### config.mk
export PLATFORM = sky130hd
export DESIGN_NAME = alu_result
export DESIGN_NICKNAME = d
export VERILOG_FILES = /design/src/hdl/alu_pkg.sv /design/src/hdl/alu_result.sv
export SDC_FILE = /design/constraint.sdc
export NUM_CORES = 1
export LEC_CHECK = 0
export ABC_AREA = 0
export BUFFER_PORTS_ARGS = -buffer_cell sky130_fd_sc_hd__buf_2
export CAP_MARGIN = 20
export CORE_MARGIN = 10
export CORE_UTILIZATION = 52
export DETAILED_ROUTE_END_ITERATION = 7
export GPL_TIMING_DRIVEN = 0
export PLACE_DENSITY_LB_ADDON = 0.2
export SYNTH_ARGS = -nofsm -noshare
export SYNTH_HDL_FRONTEND = slang
export SYNTH_SLANG_ARGS = --single-unit
### constraint.sdc
create_clock -name clk -period 8.79 [get_ports clk]
set_input_delay 0.879 -clock clk [delete_from_list [all_inputs] [get_ports clk]]
set_output_delay 0.879 -clock clk [all_outputs]
set_load 0.01 [all_outputs]
### src/hdl/alu_pkg.sv
package alu_pkg;

	// ============================================================
	// Basic word types
	// ============================================================

	typedef logic [63:0] value_t;
	typedef logic [127:0] double_value_t;
	typedef logic [31:0] pc_address_t;
	typedef logic [4:0] tag_t;

	// Every instruction spends this many cycles in the execute stage
	localparam int MUL_STAGES = 3;

	// Written for any encoding that the unit does not recognise
	localparam value_t ILLEGAL_VALUE = {2{32'hDEADBEEF}};

	// The link register gets the call address plus the call length
	localparam value_t LINK_OFFSET = 64'd5;

	// ============================================================
	// Instruction encoding
	// ============================================================

	typedef enum logic [6:0] {
		OP_R2    = 7'h02,
		OP_ADDI  = 7'h04,
		OP_ANDI  = 7'h08,
		OP_ORI   = 7'h09,
		OP_SHIFT = 7'h0C,
		OP_LDI   = 7'h10,
		OP_MOV   = 7'h11,
		OP_JSR   = 7'h14
	} opcode_t;

	typedef enum logic [5:0] {
		FN_ADD   = 6'h04,
		FN_SUB   = 6'h05,
		FN_AND   = 6'h08,
		FN_OR    = 6'h09,
		FN_EOR   = 6'h0A,
		FN_SLT   = 6'h10,
		FN_SLTU  = 6'h11,
		FN_SEQ   = 6'h12,
		FN_MUL   = 6'h18,
		FN_MULU  = 6'h19,
		FN_MULH  = 6'h1A,
		FN_MULUH = 6'h1B
	} r2_func_t;

	typedef enum logic [2:0] {
		SH_ASL = 3'd0,
		SH_LSR = 3'd1,
		SH_ASR = 3'd2,
		SH_ROL = 3'd3,
		SH_ROR = 3'd4
	} shift_func_t;

	// The opcode sits in the low seven bits of every view
	typedef union packed {
		struct packed {
			logic [24:0] unused;
			opcode_t opcode;
		} any;
		struct packed {
			logic [18:0] unused;
			r2_func_t func;
			opcode_t opcode;
		} r2;
		struct packed {
			logic [14:0] unused;
			logic [5:0] amount;
			logic imm;
			shift_func_t func;
			opcode_t opcode;
		} shift;
	} instruction_t;

	// ============================================================
	// Stream words and internal control
	// ============================================================

	typedef struct packed {
		tag_t tag;
		instruction_t instr;
		value_t a;
		value_t b;
		value_t imm;
		pc_address_t pc;
	} issue_t;

	typedef enum logic [2:0] {
		UNIT_ARITH,
		UNIT_LOGIC,
		UNIT_SHIFT,
		UNIT_MUL,
		UNIT_PASS
	} unit_sel_t;

	// Subfunction codes for the arithmetic unit
	localparam logic [2:0] SUB_ADD  = 3'd0;
	localparam logic [2:0] SUB_SUB  = 3'd1;
	localparam logic [2:0] SUB_SLT  = 3'd2;
	localparam logic [2:0] SUB_SLTU = 3'd3;
	localparam logic [2:0] SUB_SEQ  = 3'd4;

	// Subfunction codes for the logic unit
	localparam logic [2:0] SUB_AND = 3'd0;
	localparam logic [2:0] SUB_OR  = 3'd1;
	localparam logic [2:0] SUB_EOR = 3'd2;

	typedef struct packed {
		tag_t tag;
		unit_sel_t unit;
		logic [2:0] sub;
		value_t a;
		value_t b;
		logic [5:0] amount;
		logic signed_mul;
		logic high;
		logic illegal;
	} exec_op_t;

	typedef struct packed {
		tag_t tag;
		value_t value;
		logic illegal;
	} result_t;

endpackage

### src/hdl/alu_result.sv
module alu_result import alu_pkg::*;
(
	input  logic    clk,
	input  logic    reset,
	input  logic    res_valid,
	input  result_t res,
	output logic    out_valid,
	input  logic    out_ready,
	output result_t out_data,
	output logic    stall
);

	logic skid_valid;
	result_t skid_data;
	logic accept;
	logic main_free;

	// The upstream pipe only freezes once the spare entry is taken
	assign stall = skid_valid;

	// A result is taken whenever the pipe is moving
	assign accept = res_valid && !stall;

	// Main register can be loaded when empty or being read this cycle
	assign main_free = !out_valid || out_ready;

	// ============================================================
	// Main register and skid entry
	// ============================================================

	always_ff @(posedge clk)
	begin
		if (reset)
		begin
			out_valid <= 1'b0;
			skid_valid <= 1'b0;
		end
		else if (main_free)
		begin
			// The skid entry is older, so it drains first
			if (skid_valid)
			begin
				out_valid <= 1'b1;
				skid_valid <= 1'b0;
			end
			else
				out_valid <= accept;
		end
		else if (accept)
			skid_valid <= 1'b1;
	end

	always_ff @(posedge clk)
	begin
		if (main_free)
		begin
			if (skid_valid)
				out_data <= skid_data;
			else if (accept)
				out_data <= res;
		end
		else if (accept)
			skid_data <= res;
	end

	// A result that is offered but not taken must stay exactly as it was
	assert property (@(posedge clk) disable iff (reset)
		out_valid && !out_ready |=> out_valid && $stable(out_data));

endmodule

==> run_results.csv <==
group,metric,value,unit
global_route,grt_max_degree,38,
sta,finalCritPeriodShare,0.261,
detailed_routing,top_layer,"met4",
detailed_routing,finalWirelength,10000,microns
pwr,p_leak,0.00277,uW
yosys,synth_cells,226,
floorplan,die-height,123,microns
yosys,synth_edf_count,140,
cells_and_area,postLayoutCoreUtil,0.686,
yosys,ys_seq_area_frac,0.776,
placement,routabilityCongestion,0.729,
sta,finalMaxSlewViolations,0,
global_route,grt-ovfl-total,0,
cells_and_area,multi_input_area,0.00109,sq mm
detailed_routing,dr_wl_met3,828,microns
yosys,netlist_area,0.00547,sq mm
detailed_routing,wl_met1,3900,microns
clocking,cts_root_buf,"clkbuf_8",
pwr,peakVddDrop,0.120,mV
cells_and_area,drive_gt1_frac,0.637,
setup_path,cp-end-kind,"flop",
pwr,power.density,227,mW/mm^2
yosys,synth_top_area_frac,0.769,
yosys,yosys.cell_types.count,12,
yosys,ys_seq_elements,142,
yosys,avgSynthCellArea,24.2,sq um
floorplan,io_pins,146,
hold_path,min_path_type,"reg -> reg",
detailed_routing,drc_errors,0,
yosys,synth_compound_gate_area_share,0.00229,
yosys,synth.most_common_cell,"edfxtp_1",
floorplan,core,0.0103,sq mm
setup_path,critPathArrivalTime,2510,ps
yosys,synth_simple_gate_area_frac,0.00412,
yosys,synth-main-ff-cell,"edfxtp_1",
placement,place_hpwl,7320,microns
yosys,ys_top_cells_by_area,"edfxtp_1, mux2_4, buf_12",
sta,post-route-min-period,2290,ps
cells_and_area,nets,471,
placement,pre_cts_slack,5920,ps
clocking,cts_sinks,142,
detailed_routing,routedWlPerCell,18.4,microns
cells_and_area,register_area,0.00424,sq mm
detailed_routing,viasPerCell,4.76,
outcome,status,"finished clean",
clocking,hold_buffers,0,
sta,setup_ws,6500,ps
placement,portBuffers,145,
floorplan,die_w,123,microns
global_route,track_usage,0.136,
setup_path,cp.required,9000,ps
clocking,numCtsBuffers,17,
detailed_routing,vias,2605,
yosys,synthArstFlopShare,0,
yosys,synthAdderAreaFrac,0,
cells_and_area,area_growth,28.9,%
detailed_routing,drt_iter0_markers,217,
setup_path,cp-start-kind,"primary input",
global_route,grt_pass1_wl,15300,microns
detailed_routing,dr.pass1.iters,4,
clocking,cts_tree,"yes",
detailed_routing,antenna_left,0,
detailed_routing,met2WireLength,5120,microns
job,drv_cap,0,
sta,rsz0062_at_grt,"no",
setup_path,cp_max_fo,12,
clocking,cts_resized,0,
yosys,synth_xor_xnor_area_share,0,
yosys,synth_fp_nets,300,
sta,finalHoldViolations,0,
yosys,synth_top_family_by_area,"multiplexers",
floorplan,placementRows,37,
yosys,yosys.area.top_type,"edfxtp_1",
clocking,htreeDepth,4,
floorplan,dieArea,0.0150,sq mm
sta,setup_viol,0,
sta,max_freq,436,MHz
clocking,worst_skew_pair.late_latency,510,ps
yosys,ys_warn_count,0,
sta,tightest_slew,838,ps
setup_path,critPathKind,"in -> reg",
global_route,first_global_vias,2793,
clocking,cts_buffer_depth,2,
sta,skew,5.00,ps
clocking,cts_setup_buffers,0,
yosys,synthTopCellsByCount,"edfxtp_1, mux2_4, buf_12",
clocking,clk_pin_slew_worst_paths,60,ps
cells_and_area,fillCellCount,723,
global_route,antenna_found_initial,1,
sta,slew-limit-headroom,0.439,
floorplan,start_util,0.532,
placement,place_area,0.00646,sq mm
yosys,synth_mux_area_frac,0.190,
cells_and_area,finalInstanceArea,0.00705,sq mm
## layout by cell type (no fill, tap or decap)
cell type / instances
buf_2: 145
edfxtp_1: 140
mux2_4: 67
clkbuf_16: 16
buf_12: 8
buf_6: 6
clkinvlp_4: 4
inv_6: 4
mux2_2: 3
bufinv_16: 3
clkbuf_1: 3
dfxtp_1: 2
diode_2: 1
nand2b_1: 1
o21a_4: 1
nor3b_2: 1
nor2_1: 1
a21oi_1: 1
nor3_1: 1
clkbuf_8: 1
clkinv_2: 1
buf_4: 1
## through the flow
stage                     total power, uW  cells  hold WS, ps  TNS, ps
after global routing                 1660    547          525        0
after CTS                            1620    546          522        0
after detailed placement              917    514          534        0
after global placement                913    507          517   -37460
after floorplan                       863    226          523        0
final                                1600    547          547        0
## cell families (layout without fill, tap and decap cells)
kind of cell,after synthesis,after routing
AOI/OAI and AO/OA,2,2
buffers and inverters,8,192
DFF,142,142
muxes,70,70
other,0,1
and+or+nand+nor,4,4
## final timing paths
| kind | depth (start not counted) | endpoint | slack, ps | startpoint |
|---|---|---|---|---|
| min reg2reg | 1 | out_data[26]$_DFFE_PP_ | 550 | skid_data[26]$_DFFE_PP_ |
| min | 1 | out_data[26]$_DFFE_PP_ | 550 | skid_data[26]$_DFFE_PP_ |
| max | 6 | skid_data[25]$_DFFE_PP_ | 6500 | out_ready |
| max reg2reg | 6 | skid_data[25]$_DFFE_PP_ | 6570 | stall$_SDFFE_PP0P_ |
## power by group
part	internal (uW)	total (uW)	switching (uW)
combinational	58.4	112	53.9
clock	435	704	268
sequential	781	788	6.67
## layout make-up
type                            count  area share
Sequential cell                   142       0.602
Multi-Input combinational cell     76       0.154
Timing Repair Buffer              152       0.115
Clock buffer                       20      0.0603
Tap cell                          136      0.0241
Clock inverter                     12      0.0227
Buffer                              8      0.0215
Antenna cell                        1    0.000355
## state kept, by name, summed over array words and instances (netlist names)
signal	cells
stall	1
out_valid	1
skid_data	70
out_data	70
## critical path: stages
cell,delay (ps)
buf_2,90
nand2b_1,200
nor3b_2,730
buf_6,240
buf_6,170
buf_6,170
## per-layer routing
metal / vias to the layer above / global-route usage
met2: 88 / 0.220
met3: 13 / 0.0638
met4: 0 / 0.0582
li1: 1255 / -
met5: - / 0
met1: 1249 / 0.151
(Power assumes the default switching activity.)
