[src/hdl/alu_pkg.sv]
package alu_pkg;

	// ============================================================
	// Basic word types
	// ============================================================

	typedef logic [63:0] value_t;
	typedef logic [127:0] double_value_t;
	typedef logic [31:0] pc_address_t;
	typedef logic [4:0] tag_t;

	// Every instruction spends this many cycles in the execute stage
	localparam int MUL_STAGES = 3;

	// Written for any encoding that the unit does not recognise
	localparam value_t ILLEGAL_VALUE = {2{32'hDEADBEEF}};

	// The link register gets the call address plus the call length
	localparam value_t LINK_OFFSET = 64'd5;

	// ============================================================
	// Instruction encoding
	// ============================================================

	typedef enum logic [6:0] {
		OP_R2    = 7'h02,
		OP_ADDI  = 7'h04,
		OP_ANDI  = 7'h08,
		OP_ORI   = 7'h09,
		OP_SHIFT = 7'h0C,
		OP_LDI   = 7'h10,
		OP_MOV   = 7'h11,
		OP_JSR   = 7'h14
	} opcode_t;

	typedef enum logic [5:0] {
		FN_ADD   = 6'h04,
		FN_SUB   = 6'h05,
		FN_AND   = 6'h08,
		FN_OR    = 6'h09,
		FN_EOR   = 6'h0A,
		FN_SLT   = 6'h10,
		FN_SLTU  = 6'h11,
		FN_SEQ   = 6'h12,
		FN_MUL   = 6'h18,
		FN_MULU  = 6'h19,
		FN_MULH  = 6'h1A,
		FN_MULUH = 6'h1B
	} r2_func_t;

	typedef enum logic [2:0] {
		SH_ASL = 3'd0,
		SH_LSR = 3'd1,
		SH_ASR = 3'd2,
		SH_ROL = 3'd3,
		SH_ROR = 3'd4
	} shift_func_t;

	// The opcode sits in the low seven bits of every view
	typedef union packed {
		struct packed {
			logic [24:0] unused;
			opcode_t opcode;
		} any;
		struct packed {
			logic [18:0] unused;
			r2_func_t func;
			opcode_t opcode;
		} r2;
		struct packed {
			logic [14:0] unused;
			logic [5:0] amount;
			logic imm;
			shift_func_t func;
			opcode_t opcode;
		} shift;
	} instruction_t;

	// ============================================================
	// Stream words and internal control
	// ============================================================

	typedef struct packed {
		tag_t tag;
		instruction_t instr;
		value_t a;
		value_t b;
		value_t imm;
		pc_address_t pc;
	} issue_t;

	typedef enum logic [2:0] {
		UNIT_ARITH,
		UNIT_LOGIC,
		UNIT_SHIFT,
		UNIT_MUL,
		UNIT_PASS
	} unit_sel_t;

	// Subfunction codes for the arithmetic unit
	localparam logic [2:0] SUB_ADD  = 3'd0;
	localparam logic [2:0] SUB_SUB  = 3'd1;
	localparam logic [2:0] SUB_SLT  = 3'd2;
	localparam logic [2:0] SUB_SLTU = 3'd3;
	localparam logic [2:0] SUB_SEQ  = 3'd4;

	// Subfunction codes for the logic unit
	localparam logic [2:0] SUB_AND = 3'd0;
	localparam logic [2:0] SUB_OR  = 3'd1;
	localparam logic [2:0] SUB_EOR = 3'd2;

	typedef struct packed {
		tag_t tag;
		unit_sel_t unit;
		logic [2:0] sub;
		value_t a;
		value_t b;
		logic [5:0] amount;
		logic signed_mul;
		logic high;
		logic illegal;
	} exec_op_t;

	typedef struct packed {
		tag_t tag;
		value_t value;
		logic illegal;
	} result_t;

endpackage

[src/hdl/alu_issue.sv]
module alu_issue import alu_pkg::*;
(
	input  logic     clk,
	input  logic     reset,
	input  logic     in_valid,
	output logic     in_ready,
	input  issue_t   in_data,
	input  logic     stall,
	output logic     op_valid,
	output exec_op_t op
);

	exec_op_t dec;

	// The whole pipe freezes together, so the input is only open when it moves
	assign in_ready = !stall;

	// ============================================================
	// Decode of the instruction union
	// ============================================================

	always_comb
	begin
		dec.tag = in_data.tag;
		dec.unit = UNIT_PASS;
		dec.sub = SUB_ADD;
		dec.a = in_data.a;
		dec.b = in_data.b;
		dec.signed_mul = 1'b0;
		dec.high = 1'b0;
		dec.illegal = 1'b0;
		// The shift view is read for every opcode and only matters to OP_SHIFT
		dec.amount = in_data.instr.shift.imm ? in_data.instr.shift.amount : in_data.b[5:0];
		case (in_data.instr.any.opcode)
		OP_R2:
			case (in_data.instr.r2.func)
			FN_ADD:
			begin
				dec.unit = UNIT_ARITH;
				dec.sub = SUB_ADD;
			end
			FN_SUB:
			begin
				dec.unit = UNIT_ARITH;
				dec.sub = SUB_SUB;
			end
			FN_SLT:
			begin
				dec.unit = UNIT_ARITH;
				dec.sub = SUB_SLT;
			end
			FN_SLTU:
			begin
				dec.unit = UNIT_ARITH;
				dec.sub = SUB_SLTU;
			end
			FN_SEQ:
			begin
				dec.unit = UNIT_ARITH;
				dec.sub = SUB_SEQ;
			end
			FN_AND:
			begin
				dec.unit = UNIT_LOGIC;
				dec.sub = SUB_AND;
			end
			FN_OR:
			begin
				dec.unit = UNIT_LOGIC;
				dec.sub = SUB_OR;
			end
			FN_EOR:
			begin
				dec.unit = UNIT_LOGIC;
				dec.sub = SUB_EOR;
			end
			// Multiplies differ only in operand sign and the half returned
			FN_MUL:
			begin
				dec.unit = UNIT_MUL;
				dec.signed_mul = 1'b1;
			end
			FN_MULU:
				dec.unit = UNIT_MUL;
			FN_MULH:
			begin
				dec.unit = UNIT_MUL;
				dec.signed_mul = 1'b1;
				dec.high = 1'b1;
			end
			FN_MULUH:
			begin
				dec.unit = UNIT_MUL;
				dec.high = 1'b1;
			end
			default:
				dec.illegal = 1'b1;
			endcase
		// Immediate forms reuse the register datapath with b taken from imm
		OP_ADDI:
		begin
			dec.unit = UNIT_ARITH;
			dec.sub = SUB_ADD;
			dec.b = in_data.imm;
		end
		OP_ANDI:
		begin
			dec.unit = UNIT_LOGIC;
			dec.sub = SUB_AND;
			dec.b = in_data.imm;
		end
		OP_ORI:
		begin
			dec.unit = UNIT_LOGIC;
			dec.sub = SUB_OR;
			dec.b = in_data.imm;
		end
		OP_SHIFT:
		begin
			dec.unit = UNIT_SHIFT;
			dec.sub = in_data.instr.shift.func;
			dec.illegal = !(in_data.instr.shift.func inside {SH_ASL, SH_LSR, SH_ASR,
				SH_ROL, SH_ROR});
		end
		// Pass forms all return b, so b is loaded with the value to write
		OP_LDI:
			dec.b = in_data.imm;
		OP_MOV:
			dec.b = in_data.a;
		OP_JSR:
			dec.b = value_t'(in_data.pc) + LINK_OFFSET;
		default:
			dec.illegal = 1'b1;
		endcase
	end

	always_ff @(posedge clk)
	begin
		if (reset)
			op_valid <= 1'b0;
		else if (!stall)
			op_valid <= in_valid;
	end

	always_ff @(posedge clk)
	begin
		if (!stall && in_valid)
			op <= dec;
	end

	// An instruction held back by a stall must wait unchanged until it is taken
	assert property (@(posedge clk) disable iff (reset)
		in_valid && !in_ready |=> in_valid && $stable(in_data));

endmodule

[config.mk]
export PLATFORM = sky130hd
export DESIGN_NAME = alu_issue
export DESIGN_NICKNAME = d
export VERILOG_FILES = /design/src/hdl/alu_pkg.sv /design/src/hdl/alu_issue.sv
export SDC_FILE = /design/constraint.sdc
export NUM_CORES = 1
export LEC_CHECK = 0
export BUFFER_PORTS_ARGS = -buffer_cell sky130_fd_sc_hd__buf_2
export CAP_MARGIN = 20
export CORE_AREA = 2 2 162 164
export DETAILED_ROUTE_END_ITERATION = 16
export DIE_AREA = 0 0 164 166
export GPL_TIMING_DRIVEN = 0
export PLACE_DENSITY = 0.55
export SLEW_MARGIN = 25
export SYNTH_ARGS = -nofsm -noshare
export SYNTH_HDL_FRONTEND = slang
export SYNTH_SLANG_ARGS = --single-unit
[constraint.sdc]
create_clock -name clk -period 20.2 [get_ports clk]
set_input_delay 4.04 -clock clk [delete_from_list [all_inputs] [get_ports clk]]
set_output_delay 4.04 -clock clk [all_outputs]
set_load 0.02 [all_outputs]
==> results.sh <==
export IMPL_drcViolationCount=0
export IMPL_powerDensity_nw_per_um2=80.9
export IMPL_syn_nets=802
export IMPL_insertion_delay_ps=420
export IMPL_sw_frac_of_total_pct=28.0
export IMPL_critPathBufInv=3
export IMPL_place_area_um2=9490
export IMPL_grt_pass1_vias=6217
export IMPL_min_path_type="reg -> reg"
export IMPL_wl_per_cell_um=20.4
export IMPL_cpPeakStageDelay_ps=150
export IMPL_initial_core_util_pct=27.1
export IMPL_vias=6403
export IMPL_firstDrtPassIters=8
export IMPL_area_growth_pct=45.3
export IMPL_syn_avg_cell_area_um2=13.0
export IMPL_synth_seq_cells=149
export IMPL_cts_buffers=17
export IMPL_synthTopCellsByCount="148 x edfxtp_1, 44 x a222oi_1, 40 x inv_1"
export IMPL_ys_types=65
export IMPL_hold_slack_ps=503
export IMPL_grt_first_pass_wirelength_mm=37.6
export IMPL_worstHoldPathCells=2
export IMPL_p_leak_nw=4.17
export IMPL_antenna_found_initial=6
export IMPL_status="complete, no violations"
export IMPL_fill_cells=2564
export IMPL_die_w_um=164
export IMPL_ant_nets=0
export IMPL_cts_setup_buffers=0
export IMPL_cts_root_buf="clkbuf_16"
export IMPL_cp_cell_sequence="buf_2 -> inv_1 -> buf_2"
export IMPL_clk_path_buf_depth=2
export IMPL_crit_start="stall"
export IMPL_cts_tree="done"
export IMPL_synth_edf_count=148
export IMPL_p_total_w=0.000817
export IMPL_whs_endpoint="op_valid"
export IMPL_dp_hpwl_mm=21.4
export IMPL_gp_congestion=0.825
export IMPL_rr_startpoint="op_valid"
export IMPL_r2r_setup_slack_ps=19610
export IMPL_finalInstanceArea_um2=10100
export IMPL_final_cell_count_no_fill=1310
export IMPL_gr_usage_all_layers_pct=18.7
export IMPL_place_inst=1273
export IMPL_maxSlewViolCount=0
export IMPL_rsz0062_at_grt="false"
export IMPL_cpMostUsedCell="buf_2"
export IMPL_worstSetupPathType="in -> out"
export IMPL_period_needed_ps=8400
export IMPL_drtIter0Drc=529
export IMPL_ys_warn_count=0
export IMPL_ir_drop_mv=0.0522
export IMPL_cp_max_fo=3
export IMPL_synth_top_area_share_pct=64.0
export IMPL_clkSlewWorstSetupHoldPaths_ps=70
export IMPL_async_flop_share_pct=0
export IMPL_required_ps=16160
export IMPL_cts_sinks=149
export IMPL_switching_power_w=0.000229
export IMPL_grt_overflow=0
export IMPL_hold_violations=0
export IMPL_holdBufCountCts=0
export IMPL_die_area_um2=27200
export IMPL_core_um2=25600
export IMPL_yosys_area_top_type="edfxtp_1"
export IMPL_p_seq_share_pct=45.1
export IMPL_tightest_slew_ps=721
export IMPL_pin_count=415
export IMPL_cap_viol_max_count=0
export IMPL_intPower_w=0.000588
export IMPL_cp_num_cells=3
export IMPL_combPwrFrac_pct=15.4
export IMPL_ys_seq_area_share_pct=64.2
export IMPL_r2r_cells=2
export IMPL_cts_resized=0
export IMPL_synthTopCellsByArea="edfxtp_1 64%, a222oi_1 6.3%, o21ai_0 2.6%"
export IMPL_core_rowCount=59
export IMPL_worstHoldStart="op_valid"
export IMPL_path_delay_family="buffers and inverters"
export IMPL_synth_most_common_cell="edfxtp_1"
export IMPL_final_nets=1223
export IMPL_clkPwrFrac_pct=39.5
export IMPL_critPathLaunchType="input pin"
export IMPL_cp_arrival_ps=4360
export IMPL_setup_violations=0
export IMPL_fin_skew_ps=0
export IMPL_die_h_um=166
export IMPL_setup_tns_ps=0
export IMPL_synth_ff_type="edfxtp_1"
export IMPL_fmax_ghz=0.119
export IMPL_maxSlewHeadroom_pct=51.6
export IMPL_cpMaxStageDelayCell="buf_2"
export IMPL_grt_max_degree=26
export IMPL_netlist_area_um2=6950
export IMPL_drt_vias_per_instance=4.89
export IMPL_period_share_pct=41.6
export IMPL_drive_above_1_share_pct=48.0
export IMPL_end_kind="output pin"
export IMPL_io_buffers=396
export IMPL_wirelength_mm=26.7
export IMPL_netlist_instances=536
export IMPL_htree_levels=4
export IMPL_r2r_end="op_valid"
cell type report:
type                            instances  area [um^2]  share of cell area [%]
Sequential cell                       149         4460                    44.2
Multi-Input combinational cell        312         2160                    21.4
Timing Repair Buffer                  402         2120                    21.0
Clock buffer                           17          425                    4.21
Tap cell                              335          419                    4.15
Buffer                                 35          178                    1.76
Clock inverter                         15          164                    1.62
Inverter                               40          150                    1.49
Antenna cell                            5         12.5                   0.124
power by group through the flow:
stage | combinational [W] | clock (W) | sequential, W
floorplan | 0.0000321 | 0 | 0.000407
global placement | 0.000123 | 0 | 0.000380
detailed placement | 0.000127 | 0 | 0.000375
CTS | 0.000127 | 0.000333 | 0.000369
global route | 0.000135 | 0.000344 | 0.000371
finish | 0.000126 | 0.000322 | 0.000369
worst register-to-register path: stages (launching register included):
cell     delay, ps
dfxtp_1        310
a21oi_1        130
nor2_1          50
sequential cells by signal, indices dropped and copies added (netlist names):
signal,flops
op,148
op_valid,1
cell usage in the layout (no fill, tap or decap), types with 4 or more instances in the layout:
cell type  count
xor2_1        14
nand2b_1       4
and3_1         4
diode_2        5
clkbuf_16     17
nand2_1       23
nand4_1        8
nor4_1         8
nor3_1         5
inv_8          4
a221oi_1       4
edfxtp_1     148
nor2_1        28
mux2_2         6
clkbuf_1      22
xnor2_1       10
or4_1          4
a222oi_1      44
a31oi_1        7
buf_2        403
inv_1         40
o31a_1         6
nand3_1       15
o22ai_1        4
a22oi_1       11
clkinv_4       4
o21ai_0       36
a21oi_1       19
buf_12         4
layer usage:
metal  vias up  wire length (um)  track usage, %
met3        32              1940            4.10
met5         -                13               0
met2       301             13000            31.7
met4         2               539            6.45
met1      3053             11200            23.4
li1       3015                 -               -
logic make-up (layout without fill, tap and decap cells):
kind of cell    after synthesis  count (layout)  synth area share (%)
flops                       149             149                  64.2
compound gates              157             157                  17.2
fa+ha+maj                     1               1                 0.180
other cells                   0               5                     0
buf+inv                      75             509                  4.72
xor+xnor                     24              24                  3.02
mux                           6               6                 0.972
simple gates                124             124                  9.63
how the worst max path moves through the flow:
stage | end
floorplan | op[0]
global placement | op[47]
detailed placement | in_ready
CTS | in_ready
global route | in_ready
finish | in_ready
metrics by stage:
stage	worst slack, ps	utilization (%)
3_5_place_dp	11800	37.1
2_1_floorplan	8890	-
3_3_place_gp	5330	36.5
6_report	11800	39.4
5_1_grt	11790	39.4
4_1_cts	11800	39.4
No activity file was read; power rests on OpenSTA's default activity.
